==> config.mk <==
export PLATFORM = sky130hd
export DESIGN_NAME = dcache_top
export DESIGN_NICKNAME = d
export VERILOG_FILES = /design/src/design/dcache_pkg.sv /design/src/design/dcache_ctrl.sv /design/src/design/dcache_data_array.sv /design/src/design/dcache_tag_array.sv /design/src/design/dcache_top.sv /design/src/design/load_align.sv /design/src/design/tree_plru.sv
export VERILOG_INCLUDE_DIRS = /design/src /design/src/design
export SDC_FILE = /design/constraint.sdc
export NUM_CORES = 2
export LEC_CHECK = 0
export ABC_AREA = 1
export BUFFER_PORTS_ARGS = -buffer_cell sky130_fd_sc_hd__buf_4
export CAP_MARGIN = 20
export CELL_PAD_IN_SITES_DETAIL_PLACEMENT = 1
export CELL_PAD_IN_SITES_GLOBAL_PLACEMENT = 1
export CORE_MARGIN = 2
export CORE_UTILIZATION = 50
export CTS_BUF_LIST = sky130_fd_sc_hd__clkbuf_4
export CTS_CLUSTER_DIAMETER = 50
export DETAILED_ROUTE_END_ITERATION = 8
export HOLD_SLACK_MARGIN = 0.15
export PLACE_DENSITY = 0.8
export SYNTH_ARGS = -nofsm -noshare
export SYNTH_HDL_FRONTEND = slang
export SYNTH_SLANG_ARGS = --single-unit
==> constraint.sdc <==
create_clock -name clock -period 19.75 [get_ports clock]
set_input_delay 4.9375 -clock clock [delete_from_list [all_inputs] [get_ports clock]]
set_output_delay 4.9375 -clock clock [all_outputs]
set_load 0.01 [all_outputs]
==> src/design/dcache_settings.svh <==
`ifndef DCACHE_SETTINGS_SVH
`define DCACHE_SETTINGS_SVH

// Address split is tag | set | offset
`define DC_ADDR_W   16
`define DC_OFFSET_W 3
`define DC_SET_W    3
`define DC_SETS     8
`define DC_WAYS     4
`define DC_WAY_W    2
`define DC_TAG_W    10

`define DC_LINE_W   64
`define DC_WORD_W   32

`endif

==> src/design/dcache_pkg.sv <==
`default_nettype none

`include "dcache_settings.svh"

package dcache_pkg;

    // DOUBLE only appears on line fetches
    typedef enum logic [1:0] {
        BYTE   = 2'd0,
        HALF   = 2'd1,
        WORD   = 2'd2,
        DOUBLE = 2'd3
    } mem_size_t;

    // One cache line, seen at three granularities
    typedef union packed {
        logic [`DC_LINE_W/`DC_WORD_W-1:0][`DC_WORD_W-1:0] words;
        logic [`DC_LINE_W/16-1:0][15:0]                   halves;
        logic [`DC_LINE_W/8-1:0][7:0]                     bytes;
    } cache_line_t;

endpackage

`default_nettype wire

==> src/design/dcache_ctrl.sv <==
`timescale 1ns/1ps
`default_nettype none

`include "dcache_settings.svh"

module dcache_ctrl import dcache_pkg::*; (
    input  logic                  clock,
    input  logic                  reset,
    input  logic                  req_valid,
    output logic                  req_ready,
    input  logic                  req_store,
    input  logic [`DC_ADDR_W-1:0] req_addr,
    input  mem_size_t             req_size,
    input  logic                  req_signed,
    input  logic [`DC_WORD_W-1:0] req_data,
    output logic                  resp_valid,
    output logic                  mem_req_valid,
    input  logic                  mem_req_ready,
    output logic                  mem_req_store,
    output logic [`DC_ADDR_W-1:0] mem_req_addr,
    output mem_size_t             mem_req_size,
    output logic [`DC_WORD_W-1:0] mem_req_data,
    input  logic                  mem_resp_valid,
    output logic [`DC_ADDR_W-1:0] lookup_addr,
    input  logic                  hit,
    input  logic [`DC_WAY_W-1:0]  hit_way,
    input  logic [`DC_WAY_W-1:0]  repl_way,
    output logic                  fill_en,
    output logic [`DC_WAY_W-1:0]  fill_way,
    output logic                  merge_en,
    output logic                  plru_update_en,
    output logic [`DC_WAY_W-1:0]  plru_update_way,
    output logic [`DC_ADDR_W-1:0] align_addr,
    output mem_size_t             align_size,
    output logic                  align_signed
);

    localparam logic [1:0] IDLE    = 2'd0;
    localparam logic [1:0] FETCH   = 2'd1;
    localparam logic [1:0] WAIT    = 2'd2;
    localparam logic [1:0] RESPOND = 2'd3;

    logic [1:0] state;
    logic [1:0] state_next;

    // Load being served
    logic [`DC_ADDR_W-1:0] load_addr;
    mem_size_t             load_size;
    logic                  load_signed;
    logic [`DC_WAY_W-1:0]  line_way;

    logic store_req;
    logic load_accept;
    logic store_accept;
    logic fill_done;

    assign store_req    = req_valid && req_store;
    assign load_accept  = req_valid && !req_store && (state == IDLE || state == RESPOND);
    assign store_accept = store_req && (state == IDLE) && mem_req_ready;
    assign fill_done    = (state == WAIT) && mem_resp_valid;

    // Stores go straight to memory, so memory back-pressure reaches the requester.
    // The data array is busy reading the response in RESPOND, so stores wait a cycle.
    always_comb begin
        case (state)
            IDLE:    req_ready = !store_req || mem_req_ready;
            RESPOND: req_ready = !store_req;
            default: req_ready = 1'b0;
        endcase
    end

    always_comb begin
        state_next = state;
        case (state)
            IDLE, RESPOND: begin
                if (load_accept) begin
                    state_next = hit ? RESPOND : FETCH;
                end else begin
                    state_next = IDLE;
                end
            end
            FETCH: begin
                if (mem_req_ready) begin
                    state_next = WAIT;
                end
            end
            default: begin
                if (mem_resp_valid) begin
                    state_next = RESPOND;
                end
            end
        endcase
    end

    always_ff @(posedge clock) begin
        if (reset) begin
            state <= IDLE;
        end else begin
            state <= state_next;
        end
    end

    // Nothing touches valid bits or PLRU before the fill, so repl_way stays good
    always_ff @(posedge clock) begin
        if (load_accept) begin
            load_addr   <= req_addr;
            load_size   <= req_size;
            load_signed <= req_signed;
            line_way    <= hit ? hit_way : repl_way;
        end
    end

    assign lookup_addr = (state == FETCH || state == WAIT) ? load_addr : req_addr;

    assign mem_req_valid = (state == FETCH) || ((state == IDLE) && store_req);
    assign mem_req_store = (state != FETCH);
    assign mem_req_addr  = (state == FETCH) ?
                           {load_addr[`DC_ADDR_W-1:`DC_OFFSET_W], {`DC_OFFSET_W{1'b0}}} :
                           req_addr;
    assign mem_req_size  = (state == FETCH) ? DOUBLE : req_size;
    assign mem_req_data  = (state == FETCH) ? '0 : req_data;

    assign fill_en  = fill_done;
    assign fill_way = line_way;
    assign merge_en = store_accept && hit;

    assign plru_update_en  = ((load_accept || store_accept) && hit) || fill_done;
    assign plru_update_way = fill_done ? line_way : hit_way;

    assign resp_valid   = (state == RESPOND);
    assign align_addr   = load_addr;
    assign align_size   = load_size;
    assign align_signed = load_signed;

    a_mem_req_stable: assert property (
        @(posedge clock) disable iff (reset)
        mem_req_valid && !mem_req_ready |=>
            mem_req_valid && $stable(mem_req_store) && $stable(mem_req_addr) &&
            $stable(mem_req_size) && $stable(mem_req_data)
    ) else $error("Memory request changed while stalled");

endmodule

`default_nettype wire

==> src/design/dcache_data_array.sv <==
`timescale 1ns/1ps
`default_nettype none

`include "dcache_settings.svh"

module dcache_data_array import dcache_pkg::*; (
    input  logic                    clock,
    input  logic [`DC_SET_W-1:0]    set,
    input  logic [`DC_WAY_W-1:0]    way,
    output cache_line_t             read_line,
    input  logic                    fill_en,
    input  logic [`DC_LINE_W-1:0]   fill_line,
    input  logic                    merge_en,
    input  logic [`DC_OFFSET_W-1:0] merge_offset,
    input  mem_size_t               merge_size,
    input  logic [`DC_WORD_W-1:0]   merge_data
);

    cache_line_t lines [`DC_SETS][`DC_WAYS];

    assign read_line = lines[set][way];

    always_ff @(posedge clock) begin
        if (fill_en) begin
            lines[set][way] <= fill_line;
        end else if (merge_en) begin
            // Store hit patches only the written bytes
            case (merge_size)
                BYTE: begin
                    lines[set][way].bytes[merge_offset] <= merge_data[7:0];
                end
                HALF: begin
                    lines[set][way].halves[merge_offset[`DC_OFFSET_W-1:1]] <= merge_data[15:0];
                end
                default: begin
                    lines[set][way].words[merge_offset[`DC_OFFSET_W-1]] <= merge_data;
                end
            endcase
        end
    end

endmodule

`default_nettype wire

==> src/design/dcache_tag_array.sv <==
`timescale 1ns/1ps
`default_nettype none

`include "dcache_settings.svh"

module dcache_tag_array (
    input  logic                  clock,
    input  logic                  reset,
    input  logic [`DC_ADDR_W-1:0] lookup_addr,
    output logic                  hit,
    output logic [`DC_WAY_W-1:0]  hit_way,
    output logic [`DC_WAY_W-1:0]  repl_way,
    input  logic [`DC_WAY_W-1:0]  plru_way,
    input  logic                  fill_en,
    input  logic [`DC_WAY_W-1:0]  fill_way
);

    logic [`DC_TAG_W-1:0] tags  [`DC_SETS][`DC_WAYS];
    logic [`DC_WAYS-1:0]  valid [`DC_SETS];

    logic [`DC_SET_W-1:0] set;
    logic [`DC_TAG_W-1:0] tag;
    logic [`DC_WAYS-1:0]  match;

    assign set = lookup_addr[`DC_OFFSET_W +: `DC_SET_W];
    assign tag = lookup_addr[`DC_ADDR_W-1 -: `DC_TAG_W];

    always_comb begin
        for (int w = 0; w < `DC_WAYS; w++) begin
            match[w] = valid[set][w] && (tags[set][w] == tag);
        end
    end

    assign hit = |match;

    always_comb begin
        hit_way = '0;
        for (int w = `DC_WAYS - 1; w >= 0; w--) begin
            if (match[w]) begin
                hit_way = `DC_WAY_W'(w);
            end
        end
    end

    // Lowest invalid way wins over the PLRU choice
    always_comb begin
        repl_way = plru_way;
        for (int w = `DC_WAYS - 1; w >= 0; w--) begin
            if (!valid[set][w]) begin
                repl_way = `DC_WAY_W'(w);
            end
        end
    end

    always_ff @(posedge clock) begin
        if (reset) begin
            for (int s = 0; s < `DC_SETS; s++) begin
                valid[s] <= '0;
            end
        end else if (fill_en) begin
            valid[set][fill_way] <= 1'b1;
        end
    end

    always_ff @(posedge clock) begin
        if (fill_en) begin
            tags[set][fill_way] <= tag;
        end
    end

    a_single_match: assert property (
        @(posedge clock) disable iff (reset)
        $onehot0(match)
    ) else $error("Tag matches in more than one way");

endmodule

`default_nettype wire

==> src/design/dcache_top.sv <==
`timescale 1ns/1ps
`default_nettype none

`include "dcache_settings.svh"

module dcache_top import dcache_pkg::*; (
    input  logic                  clock,
    input  logic                  reset,
    input  logic                  req_valid,
    output logic                  req_ready,
    input  logic                  req_store,
    input  logic [`DC_ADDR_W-1:0] req_addr,
    input  mem_size_t             req_size,
    input  logic                  req_signed,
    input  logic [`DC_WORD_W-1:0] req_data,
    output logic                  resp_valid,
    output logic [`DC_WORD_W-1:0] resp_data,
    output logic                  mem_req_valid,
    input  logic                  mem_req_ready,
    output logic                  mem_req_store,
    output logic [`DC_ADDR_W-1:0] mem_req_addr,
    output mem_size_t             mem_req_size,
    output logic [`DC_WORD_W-1:0] mem_req_data,
    input  logic                  mem_resp_valid,
    input  logic [`DC_LINE_W-1:0] mem_resp_data
);

    logic [`DC_ADDR_W-1:0] lookup_addr;
    logic [`DC_ADDR_W-1:0] align_addr;
    mem_size_t             align_size;
    logic                  align_signed;
    logic                  hit;
    logic [`DC_WAY_W-1:0]  hit_way;
    logic [`DC_WAY_W-1:0]  repl_way;
    logic [`DC_WAY_W-1:0]  plru_way;
    logic                  fill_en;
    logic [`DC_WAY_W-1:0]  fill_way;
    logic                  merge_en;
    logic                  plru_update_en;
    logic [`DC_WAY_W-1:0]  plru_update_way;
    logic [`DC_SET_W-1:0]  lookup_set;
    logic [`DC_SET_W-1:0]  data_set;
    logic [`DC_WAY_W-1:0]  data_way;
    cache_line_t           read_line;

    assign lookup_set = lookup_addr[`DC_OFFSET_W +: `DC_SET_W];

    // Store merges hit the incoming request; otherwise the held load line
    assign data_set = merge_en ? lookup_set : align_addr[`DC_OFFSET_W +: `DC_SET_W];
    assign data_way = merge_en ? hit_way : fill_way;

    dcache_ctrl ctrl0 (
        .clock           (clock),
        .reset           (reset),
        .req_valid       (req_valid),
        .req_ready       (req_ready),
        .req_store       (req_store),
        .req_addr        (req_addr),
        .req_size        (req_size),
        .req_signed      (req_signed),
        .req_data        (req_data),
        .resp_valid      (resp_valid),
        .mem_req_valid   (mem_req_valid),
        .mem_req_ready   (mem_req_ready),
        .mem_req_store   (mem_req_store),
        .mem_req_addr    (mem_req_addr),
        .mem_req_size    (mem_req_size),
        .mem_req_data    (mem_req_data),
        .mem_resp_valid  (mem_resp_valid),
        .lookup_addr     (lookup_addr),
        .hit             (hit),
        .hit_way         (hit_way),
        .repl_way        (repl_way),
        .fill_en         (fill_en),
        .fill_way        (fill_way),
        .merge_en        (merge_en),
        .plru_update_en  (plru_update_en),
        .plru_update_way (plru_update_way),
        .align_addr      (align_addr),
        .align_size      (align_size),
        .align_signed    (align_signed)
    );

    tree_plru plru0 (
        .clock      (clock),
        .reset      (reset),
        .lookup_set (lookup_set),
        .victim_way (plru_way),
        .update_en  (plru_update_en),
        .update_set (lookup_set),
        .update_way (plru_update_way)
    );

    dcache_tag_array tags0 (
        .clock       (clock),
        .reset       (reset),
        .lookup_addr (lookup_addr),
        .hit         (hit),
        .hit_way     (hit_way),
        .repl_way    (repl_way),
        .plru_way    (plru_way),
        .fill_en     (fill_en),
        .fill_way    (fill_way)
    );

    dcache_data_array data0 (
        .clock        (clock),
        .set          (data_set),
        .way          (data_way),
        .read_line    (read_line),
        .fill_en      (fill_en),
        .fill_line    (mem_resp_data),
        .merge_en     (merge_en),
        .merge_offset (lookup_addr[`DC_OFFSET_W-1:0]),
        .merge_size   (req_size),
        .merge_data   (req_data)
    );

    load_align align0 (
        .line      (read_line),
        .offset    (align_addr[`DC_OFFSET_W-1:0]),
        .size      (align_size),
        .is_signed (align_signed),
        .value     (resp_data)
    );

endmodule

`default_nettype wire

==> src/design/load_align.sv <==
`timescale 1ns/1ps
`default_nettype none

`include "dcache_settings.svh"

module load_align import dcache_pkg::*; (
    input  cache_line_t             line,
    input  logic [`DC_OFFSET_W-1:0] offset,
    input  mem_size_t               size,
    input  logic                    is_signed,
    output logic [`DC_WORD_W-1:0]   value
);

    logic [7:0]            byte_val;
    logic [15:0]           half_val;
    logic [`DC_WORD_W-1:0] word_val;

    assign byte_val = line.bytes[offset];
    assign half_val = line.halves[offset[`DC_OFFSET_W-1:1]];
    assign word_val = line.words[offset[`DC_OFFSET_W-1]];

    always_comb begin
        case (size)
            BYTE: begin
                value = {{(`DC_WORD_W - 8){is_signed && byte_val[7]}}, byte_val};
            end
            HALF: begin
                value = {{(`DC_WORD_W - 16){is_signed && half_val[15]}}, half_val};
            end
            default: begin
                value = word_val;
            end
        endcase
    end

endmodule

`default_nettype wire

==> src/design/tree_plru.sv <==
`timescale 1ns/1ps
`default_nettype none

`include "dcache_settings.svh"

// Tree bits per set: [0] root, [1] picks within ways 0/1, [2] within ways 2/3.
// A set bit points to the upper half of its pair.
module tree_plru (
    input  logic                 clock,
    input  logic                 reset,
    input  logic [`DC_SET_W-1:0] lookup_set,
    output logic [`DC_WAY_W-1:0] victim_way,
    input  logic                 update_en,
    input  logic [`DC_SET_W-1:0] update_set,
    input  logic [`DC_WAY_W-1:0] update_way
);

    logic [2:0] tree [`DC_SETS];
    logic [2:0] node;

    assign node = tree[lookup_set];

    // Follow the pointers down to a leaf
    assign victim_way = node[0] ? {1'b1, node[2]} : {1'b0, node[1]};

    always_ff @(posedge clock) begin
        if (reset) begin
            for (int s = 0; s < `DC_SETS; s++) begin
                tree[s] <= 3'b000;
            end
        end else if (update_en) begin
            // Point root and leaf pair away from the used way
            tree[update_set][0] <= ~update_way[1];
            if (update_way[1]) begin
                tree[update_set][2] <= ~update_way[0];
            end else begin
                tree[update_set][1] <= ~update_way[0];
            end
        end
    end

    a_update_way_known: assert property (
        @(posedge clock) disable iff (reset)
        update_en |-> !$isunknown(update_way)
    ) else $error("PLRU update with unknown way");

endmodule

`default_nettype wire

=== Yosys cells after proc, flatten, opt, wreduce, memory -nomap -nowiden ===
Memories as Yosys holds them, arrays and structs flattened.
Cells that the tools add are included.

* Bits in registers: 23
* RAM bits: 2424
* Output and inout port bits: 86
* Word-level logic and storage cells: 1700
* Memories kept: 4

{| class="wikitable"
|+ Memory list
! memory !! depth !! width !! rd ports !! clocked after memory_dff !! wr ports !! line !! RTL
|-
| data0.lines || 8 || 256 || 1 || 0 || 1 || dcache_data_array.sv:19 || <nowiki>cache_line_t lines [`DC_SETS][`DC_WAYS];</nowiki>
|-
| tags0.tags || 8 || 40 || 1 || 0 || 1 || dcache_tag_array.sv:18 || <nowiki>logic [`DC_TAG_W-1:0] tags [`DC_SETS][`DC_WAYS];</nowiki>
|-
| tags0.valid || 8 || 4 || 1 || 0 || 8 || dcache_tag_array.sv:19 || <nowiki>logic [`DC_WAYS-1:0] valid [`DC_SETS];</nowiki>
|-
| plru0.tree || 8 || 3 || 1 || 0 || 8 || tree_plru.sv:18 || <nowiki>logic [2:0] tree [`DC_SETS];</nowiki>
|}

* Order comparisons: 15
* Equal/unequal tests: 11
* Multiplexer cells: 855
* Bitwise logic cells: 772
* Reductions and logical operators: 38

{| class="wikitable"
|+ Operators with widths
! operator !! count
|-
| $mux W256 || 4
|-
| $mux W1 || 793
|-
| $or A1 B1 Y1 || 768
|-
| $demux W64 S2 || 4
|-
| $mux W64 || 6
|-
| $bmux W64 S2 || 1
|-
| $mux W32 || 4
|-
| $mux W16 || 4
|-
| $pmux W32 S2 || 1
|-
| $eq A10 B10 Y1 || 4
|-
| $mux W40 || 1
|-
| $mux W2 || 17
|-
| $bmux W16 S2 || 1
|-
| $demux W16 S2 || 1
|-
| $demux W32 S1 || 1
|-
| $bmux W8 S3 || 1
|-
| $demux W8 S3 || 1
|-
| $demux W10 S2 || 1
|-
| $logic_and A1 B1 Y1 || 20
|-
| $mux W8 || 2
|-
| $mux W3 || 5
|-
| $mux W4 || 3
|-
| $mux W10 || 1
|-
| $lt A2 B3 Y1 const B || 3
|-
| other kinds (24) || 44
|}

=== Logic depth before layout (Yosys ltp) ===
An unclocked memory read counts as a cell.

* Word-level depth: 20
* Gate-level depth with buffers: 41

=== Cells and area by module ===
From an unflattened synthesis, not the netlist that was laid out.

* Cell total of the unflattened synthesis: 12880
* Area, all modules: 114693.8 µm²

{| class="wikitable"
|+ By module, submodules not included
! module !! instances !! cells each !! area each (µm²) !! sequential area each (µm²)
|-
| dcache_data_array || 1 || 10548 || 94592.0 || 61499.0
|-
| dcache_tag_array || 1 || 1564 || 15244.6 || 10249.8
|-
| load_align || 1 || 317 || 1699.1 || 0.0
|-
| dcache_ctrl || 1 || 232 || 1600.3 || 670.6
|-
| tree_plru || 1 || 203 || 1497.7 || 720.7
|-
| dcache_top || 1 || 16 || 60.1 || 0.0
|}

=== Least setup slack after synthesis ===
No wires, ideal clock.

* Path type: input-to-output
* From: in req_addr[9]
* To: out resp_data[12]
* Arrival time: 9189 ps
* Data required time: 14812 ps
* Slack: 5624 ps
* Cell stages on the path: 31
* Path buffers: 3
* Cell sequence: inv_1 o21ai_0 inv_1 nand2_1 nand2_1 nor2_1 nand3_1 nor2_1 nor2_2 nand2_2 nand2_2 nand2_1 nand2_2 buf_6 buf_4 nand2_1 o21ai_0 nand2_1 nand2_1 nand2_1 nand2_1 nand2_1 nand2_1 nor2_1 nand2_1 nand3_1 nand2_1 nand2_1 nand4_2 buf_4 nand3_1

* Cells in the longest elaborated chain, start to end: 16

{| class="wikitable"
|+ RTL lines
! what !! line !! RTL
|-
| start: declaration || dcache_top.sv:12 || <nowiki>input logic [`DC_ADDR_W-1:0] req_addr,</nowiki>
|-
| $mux W16 * || dcache_ctrl.sv:113 || <nowiki>assign lookup_addr = (state == FETCH || state == WAIT) ? load_addr : req_addr;</nowiki>
|-
| net ctrl0.lookup_addr[9] || dcache_ctrl.sv:24 || <nowiki>output logic [`DC_ADDR_W-1:0] lookup_addr,</nowiki>
|-
| parallel branches: the longest is 8 deep, another holds $mem_v2 Z8 W256 || -- ||
|-
| $bmux W64 S2 * || dcache_data_array.sv:21 || <nowiki>assign read_line = lines[set][way];</nowiki>
|-
| $mux W64 (implied by the code) * (2 in series) || dcache_data_array.sv:21 ||
|-
| $bmux W8 S3 || load_align.sv:18 || <nowiki>assign byte_val = line.bytes[offset];</nowiki>
|-
| $mux W8 (implied by the code) || load_align.sv:18 ||
|-
| $logic_and A1 B1 Y1 || load_align.sv:25 || <nowiki>value = {{(`DC_WORD_W - 8){is_signed && byte_val[7]}}, byte_val};</nowiki>
|-
| $pmux W32 S2 * || load_align.sv:23 || <nowiki>case (size)</nowiki>
|-
| end: declaration || dcache_top.sv:17 || <nowiki>output logic [`DC_WORD_W-1:0] resp_data,</nowiki>
|}

Mark *: on every way through the listed nets, which the timed path passes. The select of a mux whose other input is x is not followed.

=== Final worst setup path ===
* From: in req_addr[3]
* To: out resp_data[13]

* Cells in the longest elaborated chain, start to end: 17

{| class="wikitable"
|+ RTL lines
! what !! line
|-
| $mux W16 * || dcache_ctrl.sv:113
|-
| parallel branches: the longest is 9 deep, another holds $mem_v2 Z8 W256 || --
|-
| $bmux W64 S2 * || dcache_data_array.sv:21
|-
| $mux W64 (implied by the code) * (2 in series) || dcache_data_array.sv:21
|-
| $bmux W8 S3 || load_align.sv:18
|-
| $mux W8 (implied by the code) || load_align.sv:18
|-
| $logic_and A1 B1 Y1 || load_align.sv:25
|-
| $pmux W32 S2 * || load_align.sv:23
|}

Mark *: on every way between the ends. The select of a mux whose other input is x is not followed.

==> results by group <==
Run status
  • Status: finished clean

Setup path
  • CP Capture Type: primary output
  • CP arrival: approximately 13 ns
  • Cell mode on critical path: nand2_1
  • Crit Path Max Fanout: between 150 and 200
  • Startpoint types: input pin
  • Crit path required time: around 15 ns
  • Reg2Reg Setup Slack: 9.34 ns
  • Crit-path slowest cell: nand2_8
  • Worst flop-to-flop path startpoint: ctrl0.state[0]
  • Crit path kind: input pin to primary output
  • Largest stage delay on the critical path: 0.70 ns
  • Cell depth of the worst flop-to-flop path: 27
  • FF-to-FF End: data0.lines[4][120]

STA
  • Min cycle time layout: 18.00 ns
  • Setup violators final: 0
  • Final setup margin: 1.75 ns
  • Skew final: about 0.11 ns
  • Max Fclk: around 56 MHz
  • Slew @ Worst Pin: ~1.3 ns
  • Fin crit share: 0.911
  • Pins Over Slew Limit: 0
  • Worst slew margin: 0.135
  • Final hold vios: 0
  • TNS Setup: 0 ns
  • RSZ-0062 raised after global routing: false
  • Hold_ws: around 0.47 ns

Pwr
  • Power, Total: 13.9 mW
  • Max IR drop VDD: 0.152 mV
  • Power per Cell Area: 114 nW/um2
  • Lkg Pwr: 47.1 nW

Hold path
  • HP Class: flop to flop
  • HP Start: tags0.valid[3][2]
  • WHS Endpoint: tags0.valid[3][2]
  • Hold depth: 2

Routing
  • Iteration-0 DRC Markers: roughly 10,000
  • Vias: ~90,000
  • Vias per inst: just over 6
  • Number of remaining DRC errors: 0
  • Post-Route WL: just over 400,000 um
  • Avg WL per Cell: 27.8 um
  • DRT Pass-1 Iters: 8
  • Remaining antenna violation count: 0

Die
  • Die width: around 470 um
  • Std cell rows: between 150 and 200
  • IO Count: a little over 200
  • Total Die Area: between 200,000 and 250,000 um2
  • Die H: 471 um
  • Initial Util: 0.503
  • Core area: around 220,000 um2

Cells and area
  • Core Util, Final: 0.560
  • Layout cell share with drive strength beyond 1: 0.125
  • Finished Cell Area: 122,000 um2
  • Area Growth Syn to Fin: 11.4%
  • # nets final: 11,637
  • Post-Layout Cell Count: 14,842

Clocking
  • H-tree Lvls: 6
  • Later-pin clock latency in the skew report: 1.49 ns
  • Clock root buffer: clkbuf_4
  • CTS Buf Count: 654
  • CTS Hold Bufs: 0
  • CTS tree: done
  • Post-CTS setup buffers: 0
  • Clk sink count: 2,447
  • CTS clk-pin slew, worst paths: 0.07 ns
  • CTS Buffer Depth: 4
  • CTS-repair resized insts: 0

Global route
  • Maximum number of pins on one net before global-route repair: 157
  • GRT Util Overall: 0.364
  • Vias in the first global route: 92,859
  • Grt ovf: 0
  • First-pass GRT wire length: 598,000 um
  • Initial antenna violation count: 34

Synth
  • Mapped Area: ~110,000 um2
  • Post-synth EDFFs: 2,413
  • Post-Syn Nets: between 10,000 and 15,000
  • Synth Flop Type: edfxtp_1
  • Cells after Synth: ~11,000
  • Netlist cell types: 43
  • Ys Warns: 0
  • Ys async rst share: 0
  • Mapped Avg Cell Area: 9.89 um2
  • Register area share after synthesis: 0.670
  • #FFs+latches synth: 2,447

Placed design
  • Routability cong.: around 0.92
  • Dpl cells: between 10,000 and 15,000
  • Buffers on Ports: roughly 210
  • Final HPWL DP: 265,000 um
  • Post-Place Worst Slack: 2.21 ns
  • Area post-placement: around 110,000 um2

Run
  • Maxcap violations: 0
[cell usage after synthesis, types with 2 or more instances]
library cell  count  share of area
dfxtp_1          34         0.0062
nor4_1            5        0.00029
buf_1            32         0.0011
clkbuf_1        250         0.0086
buf_6             7        0.00072
nand4_1          13        0.00074
a211oi_1          8        0.00055
a221oi_1          2        0.00016
o21ai_1         336          0.015
ha_1              4        0.00046
a22oi_1          18         0.0012
o211ai_1        150          0.010
and2_1            3        0.00017
nand3b_1         27         0.0019
a31oi_1           4        0.00023
nor3_1           26         0.0012
o21ai_0         838          0.038
nand4_2           2        0.00023
inv_1           416          0.014
nor2_4            5        0.00052
inv_2            12        0.00041
a21oi_1          97         0.0044
nor2_1         2686          0.092
buf_4            37         0.0025
nand2_2          19         0.0011
clkinv_1          9        0.00031
or2_2             2        0.00011
nand3_1         421          0.019
buf_2           280          0.013
nor2_2           13        0.00074
o22ai_1          19         0.0011
nand2_1        2847          0.098
edfxtp_1       2413           0.66
[cells by family (layout without fill, tap and decap cells)]
kind of cell / Yosys count / after routing / share of synthesized area
flip-flops: 2447 / 2447 / 0.670
adder cells (fa/ha/maj): 4 / 4 / 0.000458
other: 0 / 28 / 0
buffers and inverters: 1044 / 1959 / 0.0409
AO/OA/AOI/OAI: 1478 / 1478 / 0.0723
AND/OR/NAND/NOR: 6072 / 6072 / 0.217
[state kept, by name, summed over array words and instances, names as in the netlist]
signal	cells
tags0.valid	32
ctrl0.state	2
data0.lines	2048
ctrl0.align_size	2
ctrl0.align_addr	16
tags0.tags	320
plru0.tree	24
ctrl0.align_signed	1
ctrl0.fill_way	2
[critical path: cells and delay by family]
family	cells	cell delay, ns
AO/OA/AOI/OAI	1	0.47
buffers and inverters	7	2.44
AND/OR/NAND/NOR	24	4.63
[cell type report]
type,count,area (um2)
Tap cell,2854,3570
Timing Repair Buffer,418,3400
Inverter,437,1640
Clock inverter,149,900
Sequential cell,2447,73100
Clock buffer,955,7170
Antenna cell,28,70.1
Fill cell,24159,95500
Multi-Input combinational cell,7554,31800
[metal layers]
metal	global-route usage	vias up	wire length (um)
met3	0.0934	1499	44900
li1	-	38477	-
met4	0.242	32	29600
met2	0.576	5361	190000
met1	0.442	44417	147000
met5	0	-	224
[report_power, final]
part / switching (mW) / internal, mW
Clock: 2.17 / 2.35
Combinational: 2.66 / 0.802
Sequential: 0.0184 / 5.91
[cells in the final DEF (no fill, tap or decap), types with 11 or more instances in the layout]
master	count
clkinv_1	114
nand3b_1	27
edfxtp_1	2413
clkbuf_4	984
clkinv_2	18
buf_4	355
nand3_1	420
a21oi_1	97
buf_12	16
nor2_1	2682
nor2_2	12
dfxtp_1	34
inv_1	411
o22ai_1	19
o21ai_0	833
inv_2	25
diode_2	28
nor3_1	26
bufinv_16	11
nand2_2	11
o21ai_1	333
nand4_1	13
o211ai_1	150
a22oi_1	18
nand2_1	2843
buf_6	15
[worst max-delay path by stage]
stage | from | endpoint | slack, ns | depth (start not counted)
final | req_addr[3] | resp_data[13] | 1.75 | 32
after detailed placement | req_addr[3] | resp_data[31] | 2.21 | 34
after global placement | req_addr[3] | resp_data[15] | 2.47 | 33
after CTS | req_addr[3] | resp_data[31] | 2.15 | 34
after global routing | req_addr[3] | resp_data[31] | 1.57 | 34
after floorplan | req_addr[9] | resp_data[12] | 5.62 | 31
(Power assumes the default switching activity.)
